**config.mk**
```make
export PLATFORM = sky130hd
export DESIGN_NAME = commit_checker_top
export DESIGN_NICKNAME = d
export VERILOG_FILES = /design/src/rtl/isa_pkg.sv /design/src/rtl/verdict_if.sv /design/src/rtl/shadow_regfile.sv /design/src/rtl/result_checker.sv /design/src/rtl/flow_checker.sv /design/src/rtl/verdict_collector.sv /design/src/rtl/commit_checker_top.sv
export SDC_FILE = /design/constraint.sdc
export NUM_CORES = 2
export LEC_CHECK = 0
export BUFFER_PORTS_ARGS = -buffer_cell sky130_fd_sc_hd__buf_2
export CAP_MARGIN = 20
export CORE_AREA = 2 2 339 341
export DETAILED_ROUTE_END_ITERATION = 8
export DIE_AREA = 0 0 341 343
export PLACE_DENSITY = 0.8
export SKIP_LAST_GASP = 1
export SYNTH_ARGS = -nofsm -noshare
export SYNTH_HDL_FRONTEND = slang
export SYNTH_HIERARCHICAL = 1
export SYNTH_SLANG_ARGS = --single-unit
```
**constraint.sdc**
```tcl
create_clock -name clk -period 11.1 [get_ports clk]
set_input_delay 2.22 -clock clk [delete_from_list [all_inputs] [get_ports clk]]
set_output_delay 2.22 -clock clk [all_outputs]
set_load 0.01 [all_outputs]
```
**src/rtl/isa_pkg.sv**
```systemverilog
package isa_pkg;

  // --------------------------------------------------------------------
  // Widths
  // --------------------------------------------------------------------

  // Data word or program counter
  typedef logic [31:0] xlen_t;
  // Raw instruction word
  typedef logic [31:0] inst_t;
  // Architectural register index
  typedef logic [4:0]  reg_idx_t;

  // Distance to the next sequential instruction
  localparam xlen_t PC_STEP = 32'd4;

  // --------------------------------------------------------------------
  // Major opcodes
  // --------------------------------------------------------------------

  localparam logic [6:0] OPC_OP_IMM = 7'b0010011;
  localparam logic [6:0] OPC_AUIPC  = 7'b0010111;
  localparam logic [6:0] OPC_LOAD   = 7'b0000011;
  localparam logic [6:0] OPC_JAL    = 7'b1101111;
  localparam logic [6:0] OPC_JALR   = 7'b1100111;
  localparam logic [6:0] OPC_BRANCH = 7'b1100011;

  // --------------------------------------------------------------------
  // Function codes
  // --------------------------------------------------------------------

  localparam logic [2:0] F3_ANDI = 3'b111;
  localparam logic [2:0] F3_LBU  = 3'b100;
  localparam logic [2:0] F3_BGE  = 3'b101;

  // --------------------------------------------------------------------
  // Error report
  // --------------------------------------------------------------------

  typedef logic [1:0] err_kind_t;

  localparam err_kind_t ERR_NONE   = 2'd0;
  // Wrong writeback or load address
  localparam err_kind_t ERR_RESULT = 2'd1;
  // Commit at an unexpected PC
  localparam err_kind_t ERR_FLOW   = 2'd2;

endpackage

```
**src/rtl/verdict_if.sv**
```systemverilog
`timescale 1ns/1ps

// Per-cycle verdict from one checker to the collector
interface verdict_if import isa_pkg::*; ();

  // One-cycle pulse per failing commit
  logic      fail;
  // Payload, valid only with fail
  err_kind_t kind;
  xlen_t     pc;
  inst_t     inst;

  modport src (
    output fail, kind, pc, inst
  );

  modport dst (
    input fail, kind, pc, inst
  );

endinterface

```
**src/rtl/shadow_regfile.sv**
```systemverilog
`timescale 1ns/1ps

module shadow_regfile import isa_pkg::*; (
  input  logic     clk,
  input  logic     rst_n,
  input  logic     commit_valid_i,
  input  inst_t    commit_inst_i,
  input  logic     commit_we_i,
  input  reg_idx_t commit_rd_i,
  input  xlen_t    commit_value_i,
  output xlen_t    rs1_val_o,
  output xlen_t    rs2_val_o
);

  // x0 has no storage
  xlen_t    regs [1:31];
  reg_idx_t rs1_idx;
  reg_idx_t rs2_idx;
  logic     wr_en;

  assign rs1_idx = commit_inst_i[19:15];
  assign rs2_idx = commit_inst_i[24:20];

  // Reads see the state before this cycle's write
  assign rs1_val_o = (rs1_idx == '0) ? '0 : regs[rs1_idx];
  assign rs2_val_o = (rs2_idx == '0) ? '0 : regs[rs2_idx];

  assign wr_en = commit_valid_i && commit_we_i && (commit_rd_i != '0);

  always_ff @(posedge clk or negedge rst_n) begin
    if (!rst_n) begin
      for (int i = 1; i < 32; i++) begin
        regs[i] <= '0;
      end
    end else if (wr_en) begin
      regs[commit_rd_i] <= commit_value_i;
    end
  end

endmodule

```
**src/rtl/result_checker.sv**
```systemverilog
`timescale 1ns/1ps

module result_checker import isa_pkg::*; (
  input  logic     clk,
  input  logic     rst_n,
  input  logic     commit_valid_i,
  input  xlen_t    commit_pc_i,
  input  inst_t    commit_inst_i,
  input  logic     commit_we_i,
  input  reg_idx_t commit_rd_i,
  input  xlen_t    commit_value_i,
  input  xlen_t    commit_mem_addr_i,
  input  xlen_t    commit_mem_data_i,
  input  xlen_t    rs1_val_i,
  verdict_if.src   vd
);

  logic [6:0] opcode;
  logic [2:0] funct3;
  reg_idx_t   rd_field;
  xlen_t      imm_i;
  xlen_t      imm_u;
  logic       is_andi;
  logic       is_auipc;
  logic       is_lbu;
  logic       is_jal;
  xlen_t      load_addr;
  logic [7:0] load_byte;
  xlen_t      golden_value;
  logic       mismatch;

  // --------------------------------------------------------------------
  // Decode
  // --------------------------------------------------------------------

  assign opcode   = commit_inst_i[6:0];
  assign funct3   = commit_inst_i[14:12];
  assign rd_field = commit_inst_i[11:7];

  assign imm_i = {{20{commit_inst_i[31]}}, commit_inst_i[31:20]};
  assign imm_u = {commit_inst_i[31:12], 12'b0};

  assign is_andi  = (opcode == OPC_OP_IMM) && (funct3 == F3_ANDI);
  assign is_auipc = (opcode == OPC_AUIPC);
  assign is_lbu   = (opcode == OPC_LOAD) && (funct3 == F3_LBU);
  assign is_jal   = (opcode == OPC_JAL);

  // --------------------------------------------------------------------
  // Golden results
  // --------------------------------------------------------------------

  assign load_addr = rs1_val_i + imm_i;
  // Byte lane picked by the low address bits
  assign load_byte = commit_mem_data_i[{load_addr[1:0], 3'b000} +: 8];

  always_comb begin
    golden_value = '0;
    if (is_andi) golden_value = rs1_val_i & imm_i;
    if (is_auipc) golden_value = commit_pc_i + imm_u;
    if (is_lbu) golden_value = {24'b0, load_byte};
    if (is_jal) golden_value = commit_pc_i + PC_STEP;
  end

  assign mismatch = (commit_we_i != (rd_field != '0))
                 || (commit_rd_i != rd_field)
                 || (commit_value_i != golden_value)
                 || (is_lbu && (commit_mem_addr_i != load_addr));

  // --------------------------------------------------------------------
  // Verdict register
  // --------------------------------------------------------------------

  always_ff @(posedge clk or negedge rst_n) begin
    if (!rst_n) begin
      vd.fail <= 1'b0;
    end else begin
      vd.fail <= commit_valid_i && (is_andi || is_auipc || is_lbu || is_jal) && mismatch;
    end
  end

  always_ff @(posedge clk) begin
    vd.kind <= ERR_RESULT;
    vd.pc   <= commit_pc_i;
    vd.inst <= commit_inst_i;
  end

endmodule

```
**src/rtl/flow_checker.sv**
```systemverilog
`timescale 1ns/1ps

module flow_checker import isa_pkg::*; #(
  parameter xlen_t RESET_PC = 32'h200
) (
  input  logic   clk,
  input  logic   rst_n,
  input  logic   commit_valid_i,
  input  xlen_t  commit_pc_i,
  input  inst_t  commit_inst_i,
  input  xlen_t  rs1_val_i,
  input  xlen_t  rs2_val_i,
  verdict_if.src vd
);

  typedef enum logic [1:0] {
    FLOW_RESET,
    FLOW_TRACK,
    FLOW_FREE
  } flow_state_e;

  flow_state_e state_q;
  flow_state_e state_d;
  xlen_t       expect_pc_q;
  xlen_t       next_pc;
  logic [6:0]  opcode;
  logic        is_bge;
  logic        bge_taken;
  xlen_t       imm_j;
  xlen_t       imm_b;
  logic        pc_bad;

  assign opcode = commit_inst_i[6:0];
  assign is_bge = (opcode == OPC_BRANCH) && (commit_inst_i[14:12] == F3_BGE);

  assign imm_j = {{12{commit_inst_i[31]}}, commit_inst_i[19:12], commit_inst_i[20],
                  commit_inst_i[30:21], 1'b0};
  assign imm_b = {{20{commit_inst_i[31]}}, commit_inst_i[7], commit_inst_i[30:25],
                  commit_inst_i[11:8], 1'b0};

  assign bge_taken = $signed(rs1_val_i) >= $signed(rs2_val_i);

  // Expectation check against the current state
  always_comb begin
    case (state_q)
      FLOW_RESET: pc_bad = (commit_pc_i != RESET_PC);
      FLOW_TRACK: pc_bad = (commit_pc_i != expect_pc_q);
      default:    pc_bad = 1'b0;
    endcase
  end

  // Next expected PC after this commit
  always_comb begin
    next_pc = commit_pc_i + PC_STEP;
    state_d = FLOW_TRACK;
    if (opcode == OPC_JAL) begin
      next_pc = (commit_pc_i + imm_j) & ~32'h3;
    end else if (is_bge && bge_taken) begin
      next_pc = commit_pc_i + imm_b;
    end else if (opcode == OPC_JALR) begin
      state_d = FLOW_FREE;
    end
  end

  always_ff @(posedge clk or negedge rst_n) begin
    if (!rst_n) begin
      state_q <= FLOW_RESET;
      vd.fail <= 1'b0;
    end else begin
      vd.fail <= commit_valid_i && pc_bad;
      // Bubbles hold the expectation
      if (commit_valid_i) state_q <= state_d;
    end
  end

  always_ff @(posedge clk) begin
    if (commit_valid_i) begin
      expect_pc_q <= next_pc;
    end
    vd.kind <= ERR_FLOW;
    vd.pc   <= commit_pc_i;
    vd.inst <= commit_inst_i;
  end

endmodule

```
**src/rtl/verdict_collector.sv**
```systemverilog
`timescale 1ns/1ps

module verdict_collector import isa_pkg::*; (
  input  logic      clk,
  input  logic      rst_n,
  verdict_if.dst    res_vd,
  verdict_if.dst    flow_vd,
  output logic      error_o,
  output err_kind_t err_kind_o,
  output xlen_t     err_pc_o,
  output inst_t     err_inst_o
);

  logic new_fail;

  // Only the first failure after reset is recorded
  assign new_fail = !error_o && (res_vd.fail || flow_vd.fail);

  // --------------------------------------------------------------------
  // Sticky first-error report
  // --------------------------------------------------------------------

  always_ff @(posedge clk or negedge rst_n) begin
    if (!rst_n) begin
      error_o    <= 1'b0;
      err_kind_o <= ERR_NONE;
      err_pc_o   <= '0;
      err_inst_o <= '0;
    end else if (new_fail) begin
      error_o <= 1'b1;
      // Result verdict takes priority on a tie
      if (res_vd.fail) begin
        err_kind_o <= res_vd.kind;
        err_pc_o   <= res_vd.pc;
        err_inst_o <= res_vd.inst;
      end else begin
        err_kind_o <= flow_vd.kind;
        err_pc_o   <= flow_vd.pc;
        err_inst_o <= flow_vd.inst;
      end
    end
  end

endmodule

```
**src/rtl/commit_checker_top.sv**
```systemverilog
`timescale 1ns/1ps

module commit_checker_top import isa_pkg::*; #(
  parameter xlen_t RESET_PC = 32'h200
) (
  input  logic      clk,
  input  logic      rst_n,
  input  logic      commit_valid_i,
  input  xlen_t     commit_pc_i,
  input  inst_t     commit_inst_i,
  input  logic      commit_we_i,
  input  reg_idx_t  commit_rd_i,
  input  xlen_t     commit_value_i,
  input  xlen_t     commit_mem_addr_i,
  input  xlen_t     commit_mem_data_i,
  output logic      error_o,
  output err_kind_t err_kind_o,
  output xlen_t     err_pc_o,
  output inst_t     err_inst_o
);

  xlen_t rs1_val;
  xlen_t rs2_val;

  verdict_if res_vd ();
  verdict_if flow_vd ();

  // Architectural state rebuilt from commits
  shadow_regfile shadow_regfile_inst (
    .clk            (clk),
    .rst_n          (rst_n),
    .commit_valid_i (commit_valid_i),
    .commit_inst_i  (commit_inst_i),
    .commit_we_i    (commit_we_i),
    .commit_rd_i    (commit_rd_i),
    .commit_value_i (commit_value_i),
    .rs1_val_o      (rs1_val),
    .rs2_val_o      (rs2_val)
  );

  result_checker result_checker_inst (
    .clk               (clk),
    .rst_n             (rst_n),
    .commit_valid_i    (commit_valid_i),
    .commit_pc_i       (commit_pc_i),
    .commit_inst_i     (commit_inst_i),
    .commit_we_i       (commit_we_i),
    .commit_rd_i       (commit_rd_i),
    .commit_value_i    (commit_value_i),
    .commit_mem_addr_i (commit_mem_addr_i),
    .commit_mem_data_i (commit_mem_data_i),
    .rs1_val_i         (rs1_val),
    .vd                (res_vd)
  );

  flow_checker #(
    .RESET_PC (RESET_PC)
  ) flow_checker_inst (
    .clk            (clk),
    .rst_n          (rst_n),
    .commit_valid_i (commit_valid_i),
    .commit_pc_i    (commit_pc_i),
    .commit_inst_i  (commit_inst_i),
    .rs1_val_i      (rs1_val),
    .rs2_val_i      (rs2_val),
    .vd             (flow_vd)
  );

  verdict_collector verdict_collector_inst (
    .clk        (clk),
    .rst_n      (rst_n),
    .res_vd     (res_vd),
    .flow_vd    (flow_vd),
    .error_o    (error_o),
    .err_kind_o (err_kind_o),
    .err_pc_o   (err_pc_o),
    .err_inst_o (err_inst_o)
  );

endmodule

```
## Word level (Yosys, flattened, before mapping)

Index checks and enable logic that the tools add are counted.

| storage, ports and cells | value |
|---|---|
| flip-flop bits (word level) | 1159 |
| input bits | 169 |
| output and inout bits | 67 |
| logic and storage cells | 120 |

| operators by class | value |
|---|---|
| add/subtract/negate cells | 5 |
| order comparisons | 5 |
| equality and inequality tests | 16 |
| shift operators | 1 |
| mux-type cells | 22 |
| bitwise operators | 4 |
| reductions and logical operators | 25 |

Operators by type and width:

| operator | number |
|---|---|
| 992-bit bitwise mux | 1 |
| 32-bit 2-to-1 mux | 13 |
| 32-bit binary-select mux with 5-bit select | 2 |
| 32-bit demux with 5-bit select | 1 |
| 32-bit adder | 4 |
| 32-bit inequality test | 3 |
| 32-bit by 3-bit adder with 32-bit output (second input constant) | 1 |
| 32-bit bitwise AND | 1 |
| 32-bit >= comparator | 1 |
| 32-bit by 10-bit inequality test with 1-bit output (second input constant) | 1 |
| 32-bit by 6-bit indexed part select with 8-bit output | 1 |
| 7-bit == test (second input constant) | 3 |
| 6-bit >= comparator (second input constant) | 3 |
| 5-bit NOT with 6-bit output | 3 |
| 7-bit by 5-bit == test with 1-bit output (second input constant) | 2 |
| 1-bit logical AND | 12 |
| 5-bit zero test | 2 |
| 5-bit nonzero test | 2 |
| 3-bit == test (second input constant) | 3 |
| 2-bit 2-to-1 mux | 4 |
| 7-bit by 2-bit == test with 1-bit output (second input constant) | 1 |
| 1-bit logical OR | 7 |
| 6-bit by 1-bit < comparator with 1-bit output (second input constant) | 1 |
| 5-bit inequality test | 1 |
| other kinds (5) | 5 |

## Logic depth before layout (Yosys ltp)

| logic depth | value |
|---|---|
| word-level depth | 14 |
| mapped depth | 24 |
| gate-level depth less buffers | 19 |

## By module

The synthesis kept the hierarchy.

Modules (own cells, without submodules):

| module | instances | cells each | area each (um2) | seq. area each (um2) |
|---|---|---|---|---|
| shadow_regfile | 1 | 4067 | 53341.2 | 24823.8 |
| flow_checker | 1 | 902 | 7652.3 | 2317.2 |
| result_checker | 1 | 847 | 6716.4 | 1306.3 |
| verdict_collector | 1 | 309 | 3189.3 | 1676.6 |

## Worst setup path after synthesis

Ideal clock, no wire load.

| timing | value |
|---|---|
| kind | input -> register |
| from | input port commit_inst_i[16] |
| to | register result_checker_inst.vd.fail |
| library setup time | 0.132 ns |
| arrival time | 6.829 ns |
| data required time | 10.968 ns |
| slack | 4.139 ns |
| stages | 23 |
| buffers on the path | 5 |
| path through | buf_2 -> buf_4 -> or2_2 -> buf_2 -> buf_1 -> o22ai_1 -> nor3_1 -> a211oi_1 -> ha_1 -> inv_1 -> fa_1 -> clkbuf_2 -> mux4_2 -> a222oi_1 -> or3_1 -> o221ai_2 -> or4_1 -> nor3_1 -> o2111ai_1 -> nor4_1 -> nand4_1 -> nor4_2 -> a31oi_1 |

| between the ends | value |
|---|---|
| longest elaborated chain between the ends | 14 |
| elaborated cells between the ends (all ways) | 20 |
| classes of those cells | add/sub: 2; eq/ne: 2; shift: 1; mux: 8; bitwise: 2; reduce/logical: 5 |

RTL lines:

| element | line | text |
|---|---|---|
| start, declared | commit_checker_top.sv:10 | `input inst_t commit_inst_i,` |
| 5-bit NOT with 6-bit output (not written as such) | shadow_regfile.sv:25 | `assign rs1_val_o = (rs1_idx == '0) ? '0 : regs[rs1_idx];` |
| 32-bit binary-select mux with 5-bit select | shadow_regfile.sv:25 |  |
| 32-bit 2-to-1 mux (not written as such) (2 in series) | shadow_regfile.sv:25 |  |
| 32-bit 2-to-1 mux (*) | shadow_regfile.sv:25 |  |
| named net rs1_val[0] | commit_checker_top.sv:22 | `xlen_t rs1_val;` |
| parallel branches: the longest is 7 deep, another holds 32-bit adder | - |  |
| 1-bit logical OR (*) | result_checker.sv:67 | `\|\| (is_lbu && (commit_mem_addr_i != load_addr));` |
| 1-bit logical AND (*) | result_checker.sv:77 | `vd.fail <= commit_valid_i && (is_andi \|\| is_auipc \|\| is_lbu \|\| is_jal) && mismatch;` |
| end signal, assigned | result_checker.sv:77 |  |
| end, declared | verdict_if.sv:14 | `output fail, kind, pc, inst` |

Mark *: on every way through the listed nets, which the timed path passes. The select of a mux whose other input is x is not followed.
A chain may end at the register's enable or synchronous reset.

## Final worst setup path

| timing | value |
|---|---|
| from | input port commit_inst_i[17] |
| to | register result_checker_inst.vd.fail |

Same word-level chain as after synthesis.

==> results.yml <==
run_status:
  status: "finished with violations"
  violations: "design-rule violations"
logic_synthesis:
  post-synth-top-area-fraction: 0.375
  synth_fa_ha_area_frac: 0.0235
  synth-edff-count: 32
  syn_avg_cell_area_um2: 11.6
  synth_warnings: 6
  ys_types: 113
  synth-seq-cells: 1223
  synth-compound-area-share: 0.116
  synth_nets: 6425
  ys_seq_area_frac: 0.425
  synth_xor_area_frac: 0.0210
  synth-simple-area-share: 0.0693
  synthTopCellsByArea: "dfrtp_1 38%, mux2_2 17%, mux2i_1 8.2%"
  syn-instance-count: 6125
  yosysTopAreaCell: "dfrtp_1"
  synthMuxAreaShare: 0.304
  synth_top_family_by_area: "multiplexers"
  synth_flop_cell: "dfrtp_1"
  syn_area_um2: 70900
  async_reset_ff_frac: 0.869
worst_setup_path:
  cpMaxStageDelayCell: "fa_1"
  worstPathRequired_ns: 11.74
  crit_arrival_ns: 9.08
  critical-path-top-delay-family: "simple AND/OR/NAND/NOR gates"
  endpoint_kind: "register"
  reg2reg_to: "result_checker_inst/vd.fail$_DFF_PN0_"
  cp_cell_sequence: "buf_4 > buf_4 > or2_2 > a221oi_1 > or3_1 > a211oi_1 > inv_1 > fa_1 > mux4_2 > a222oi_1 > or3_1 > o221ai_2 > or4_1 > nor3_1 > o2111ai_1 > nor4_1 > nand4_1 > nor4_2 > a31oi_1"
  worstSetupStartpointType: "input port"
  rr_worst_depth: 17
  r2r_setup_slack_ns: 5.08
  startpoint: "commit_inst_i[17]"
  worst-setup-path-type: "input port to register"
  critPathBufInv: 3
  slowest_delay_ns: 0.85
  path_max_fanout: 33
  r2r-start: "shadow_regfile_inst/regs[961]$_DFFE_PN0P_"
sta:
  finalCriticalPeriod_ns: 8.44
  drv_slew: 0
  worst_pin_slew_ns: 1.18
  fmax_mhz: 119
  maxSlewHeadroom: 0.215
  rsz0062_at_grt: "false"
  setup-violations-final: 0
  timing.final.crit_share: 0.760
  final-hold-violation-count: 0
  tns_ns: 0
  fin_worst_skew_ns: 0.0372
cts:
  cts_buffers: 132
  cts_sinks: 1223
  cts_buffer_depth: 3
  cts_root_buffer: "clkbuf_16"
  clkSlewWorstSetupHoldPaths_ns: 0.06
  cts_setup_buffers: 0
  cts_tree: "built"
  ctsResizeCount: 0
  clk-insertion-delay-late_ns: 0.79
  h-tree-depth: 4
  cts_hold_buf: 0
drt:
  post_drt_wl_per_cell_um: 32.4
  avgViaCountPerCell: 7.46
  firstDrtPassIters: 9
  drcViolationCount: 1
  vias: 57400
  wl_um: 250000
  ant_nets: 0
  first_iter_violations: 8193
die:
  start_util: 0.625
  dieArea_um2: 117000
  die_x_um: 341
  dieHeight_um: 343
  io_pins: 236
  core_area_um2: 113000
  row_count: 124
global_route:
  grtUsageTotal: 0.417
  grt_pass1_wl_um: 364000
  antenna_found_initial: 10
  grt_max_degree: 186
  grt.overflow.total: 0
  grt_pass1_vias: 56500
hold_path:
  min_from: "result_checker_inst/vd.pc[28]$_DFF_P_"
  hp-class: "register to register"
  worst_hold_path.endpoint: "verdict_collector_inst/err_pc_o[28]$_DFFE_PN0P_"
  whs_path_depth: 2
finish:
  design_area_um2: 77300
  mostFrequentLayoutCells: "1,092 x mux2_2, 1,062 x dfrtp_1, 583 x mux2i_1"
  stdcell_count: 7703
  layout-drive-gt1-share: 0.304
  nNetsFinal: 6372
  area_growth_pct: 8.98
  layout_commonest_cell: "mux2_2"
  utilization: 0.681
flow_run:
  maxCapViolCount: 0
place:
  numPortBuffers: 235
  place.gp.congestion: 1.03
  dpl.hpwl_um: 152000
  placed_cell_area_um2: 72600
  post-place-cells: 7447
pwr:
  power.density_nw_per_um2: 161
  ir_drop_uv: 165
  power_mw: 12.4
  p_leak_nw: 34.8
[layout make-up]
cell class / instances / area (um2)
diodes: 12 / 30.0
inverters: 72 / 270
multi-input cells: 4300 / 38200
clock buffers: 190 / 3900
clock inverters: 51 / 711
flip-flops and latches: 1223 / 30100
repair buffers: 343 / 2150
fillers: 8074 / 36100
well taps: 1512 / 1890
[where the power goes]
part	internal, mW	switching (mW)
Sequential	4.99	0.404
Clock	2.73	1.91
Combinational	1.09	1.32
Total	8.81	3.63
[layer usage]
layer | track usage | share of wire
met3 | 0.123 | 0.13
met2 | 0.619 | 0.43
met5 | 0 | 0.00015
met1 | 0.527 | 0.36
met4 | 0.292 | 0.080
[metrics by stage]
stage / worst slack [ns] / hold slack, ns
3_3_place_gp: 2.27 / 0.447
4_1_cts: 3.05 / 0.467
5_1_grt: 2.68 / 0.493
3_5_place_dp: 2.25 / 0.459
2_1_floorplan: 4.14 / 0.446
6_report: 2.66 / 0.467
[worst max path at each step]
stage,endpoint,cells after the start
global placement,result_checker_inst/vd.fail$_DFF_PN0_,19
detailed placement,result_checker_inst/vd.fail$_DFF_PN0_,19
floorplan,result_checker_inst/vd.fail$_DFF_PN0_,23
global route,result_checker_inst/vd.fail$_DFF_PN0_,20
finish,result_checker_inst/vd.fail$_DFF_PN0_,19
CTS,result_checker_inst/vd.fail$_DFF_PN0_,19
[cell families after synthesis]
logic type	count (synthesis)
AOI/OAI and AO/OA	1215
DFF	1223
and+or+nand+nor	939
muxes	1841
xor gates and xnor gates	170
adders and majority gates	131
buffers and inverters	602
other	4
[worst reg2reg max path, stage by stage (launching register included)]
cell	delay, ns
dfrtp_1	0.37
mux2_2	0.16
a221oi_1	0.06
or3_1	0.39
a211oi_1	0.69
inv_1	0.17
fa_1	0.85
mux4_2	0.40
a222oi_1	0.37
or3_1	0.18
o221ai_2	0.09
or4_1	0.53
nor3_1	0.42
o2111ai_1	0.22
nor4_1	0.48
nand4_1	0.17
nor4_2	0.24
a31oi_1	0.11
[sequential cells by signal (all words and copies together) (netlist names)]
register	flops
result_checker_inst/vd.pc	32
flow_checker_inst/vd.fail	1
flow_checker_inst/expect_pc_q	32
result_checker_inst/vd.inst	32
verdict_collector_inst/err_kind_o	2
flow_checker_inst/state_q	2
result_checker_inst/vd.fail	1
shadow_regfile_inst/regs	992
verdict_collector_inst/error_o	1
verdict_collector_inst/err_pc_o	32
verdict_collector_inst/err_inst_o	32
flow_checker_inst/vd.pc	32
flow_checker_inst/vd.inst	32
[cells in the mapped netlist (8+ instances only)]
library cell / number
nor2_1: 212
o211ai_1: 19
and3_1: 38
buf_1: 19
o21bai_1: 10
o32ai_1: 77
xnor2_1: 103
nand2_1: 157
o21a_1: 16
nor3_1: 157
buf_2: 190
or2_2: 8
clkbuf_1: 252
and2_1: 12
and4_1: 8
buf_6: 31
mux2i_1: 583
buf_4: 36
nand2b_1: 34
o21ai_1: 24
mux4_2: 129
xor2_1: 67
a21oi_1: 182
a31oi_1: 35
ha_1: 127
nand3_1: 71
a22oi_1: 83
o22ai_1: 385
a221o_1: 33
a221oi_1: 42
edfxtp_1: 32
or3_1: 40
mux2_2: 1092
nor4bb_1: 10
nand4_1: 36
inv_1: 72
a21o_1: 39
dfrtp_1: 1063
mux2_1: 30
dfxtp_1: 128
a211oi_1: 79
o21ai_0: 98
nor2b_1: 51
nor4_1: 44
Power figures use the tool's default switching activity.
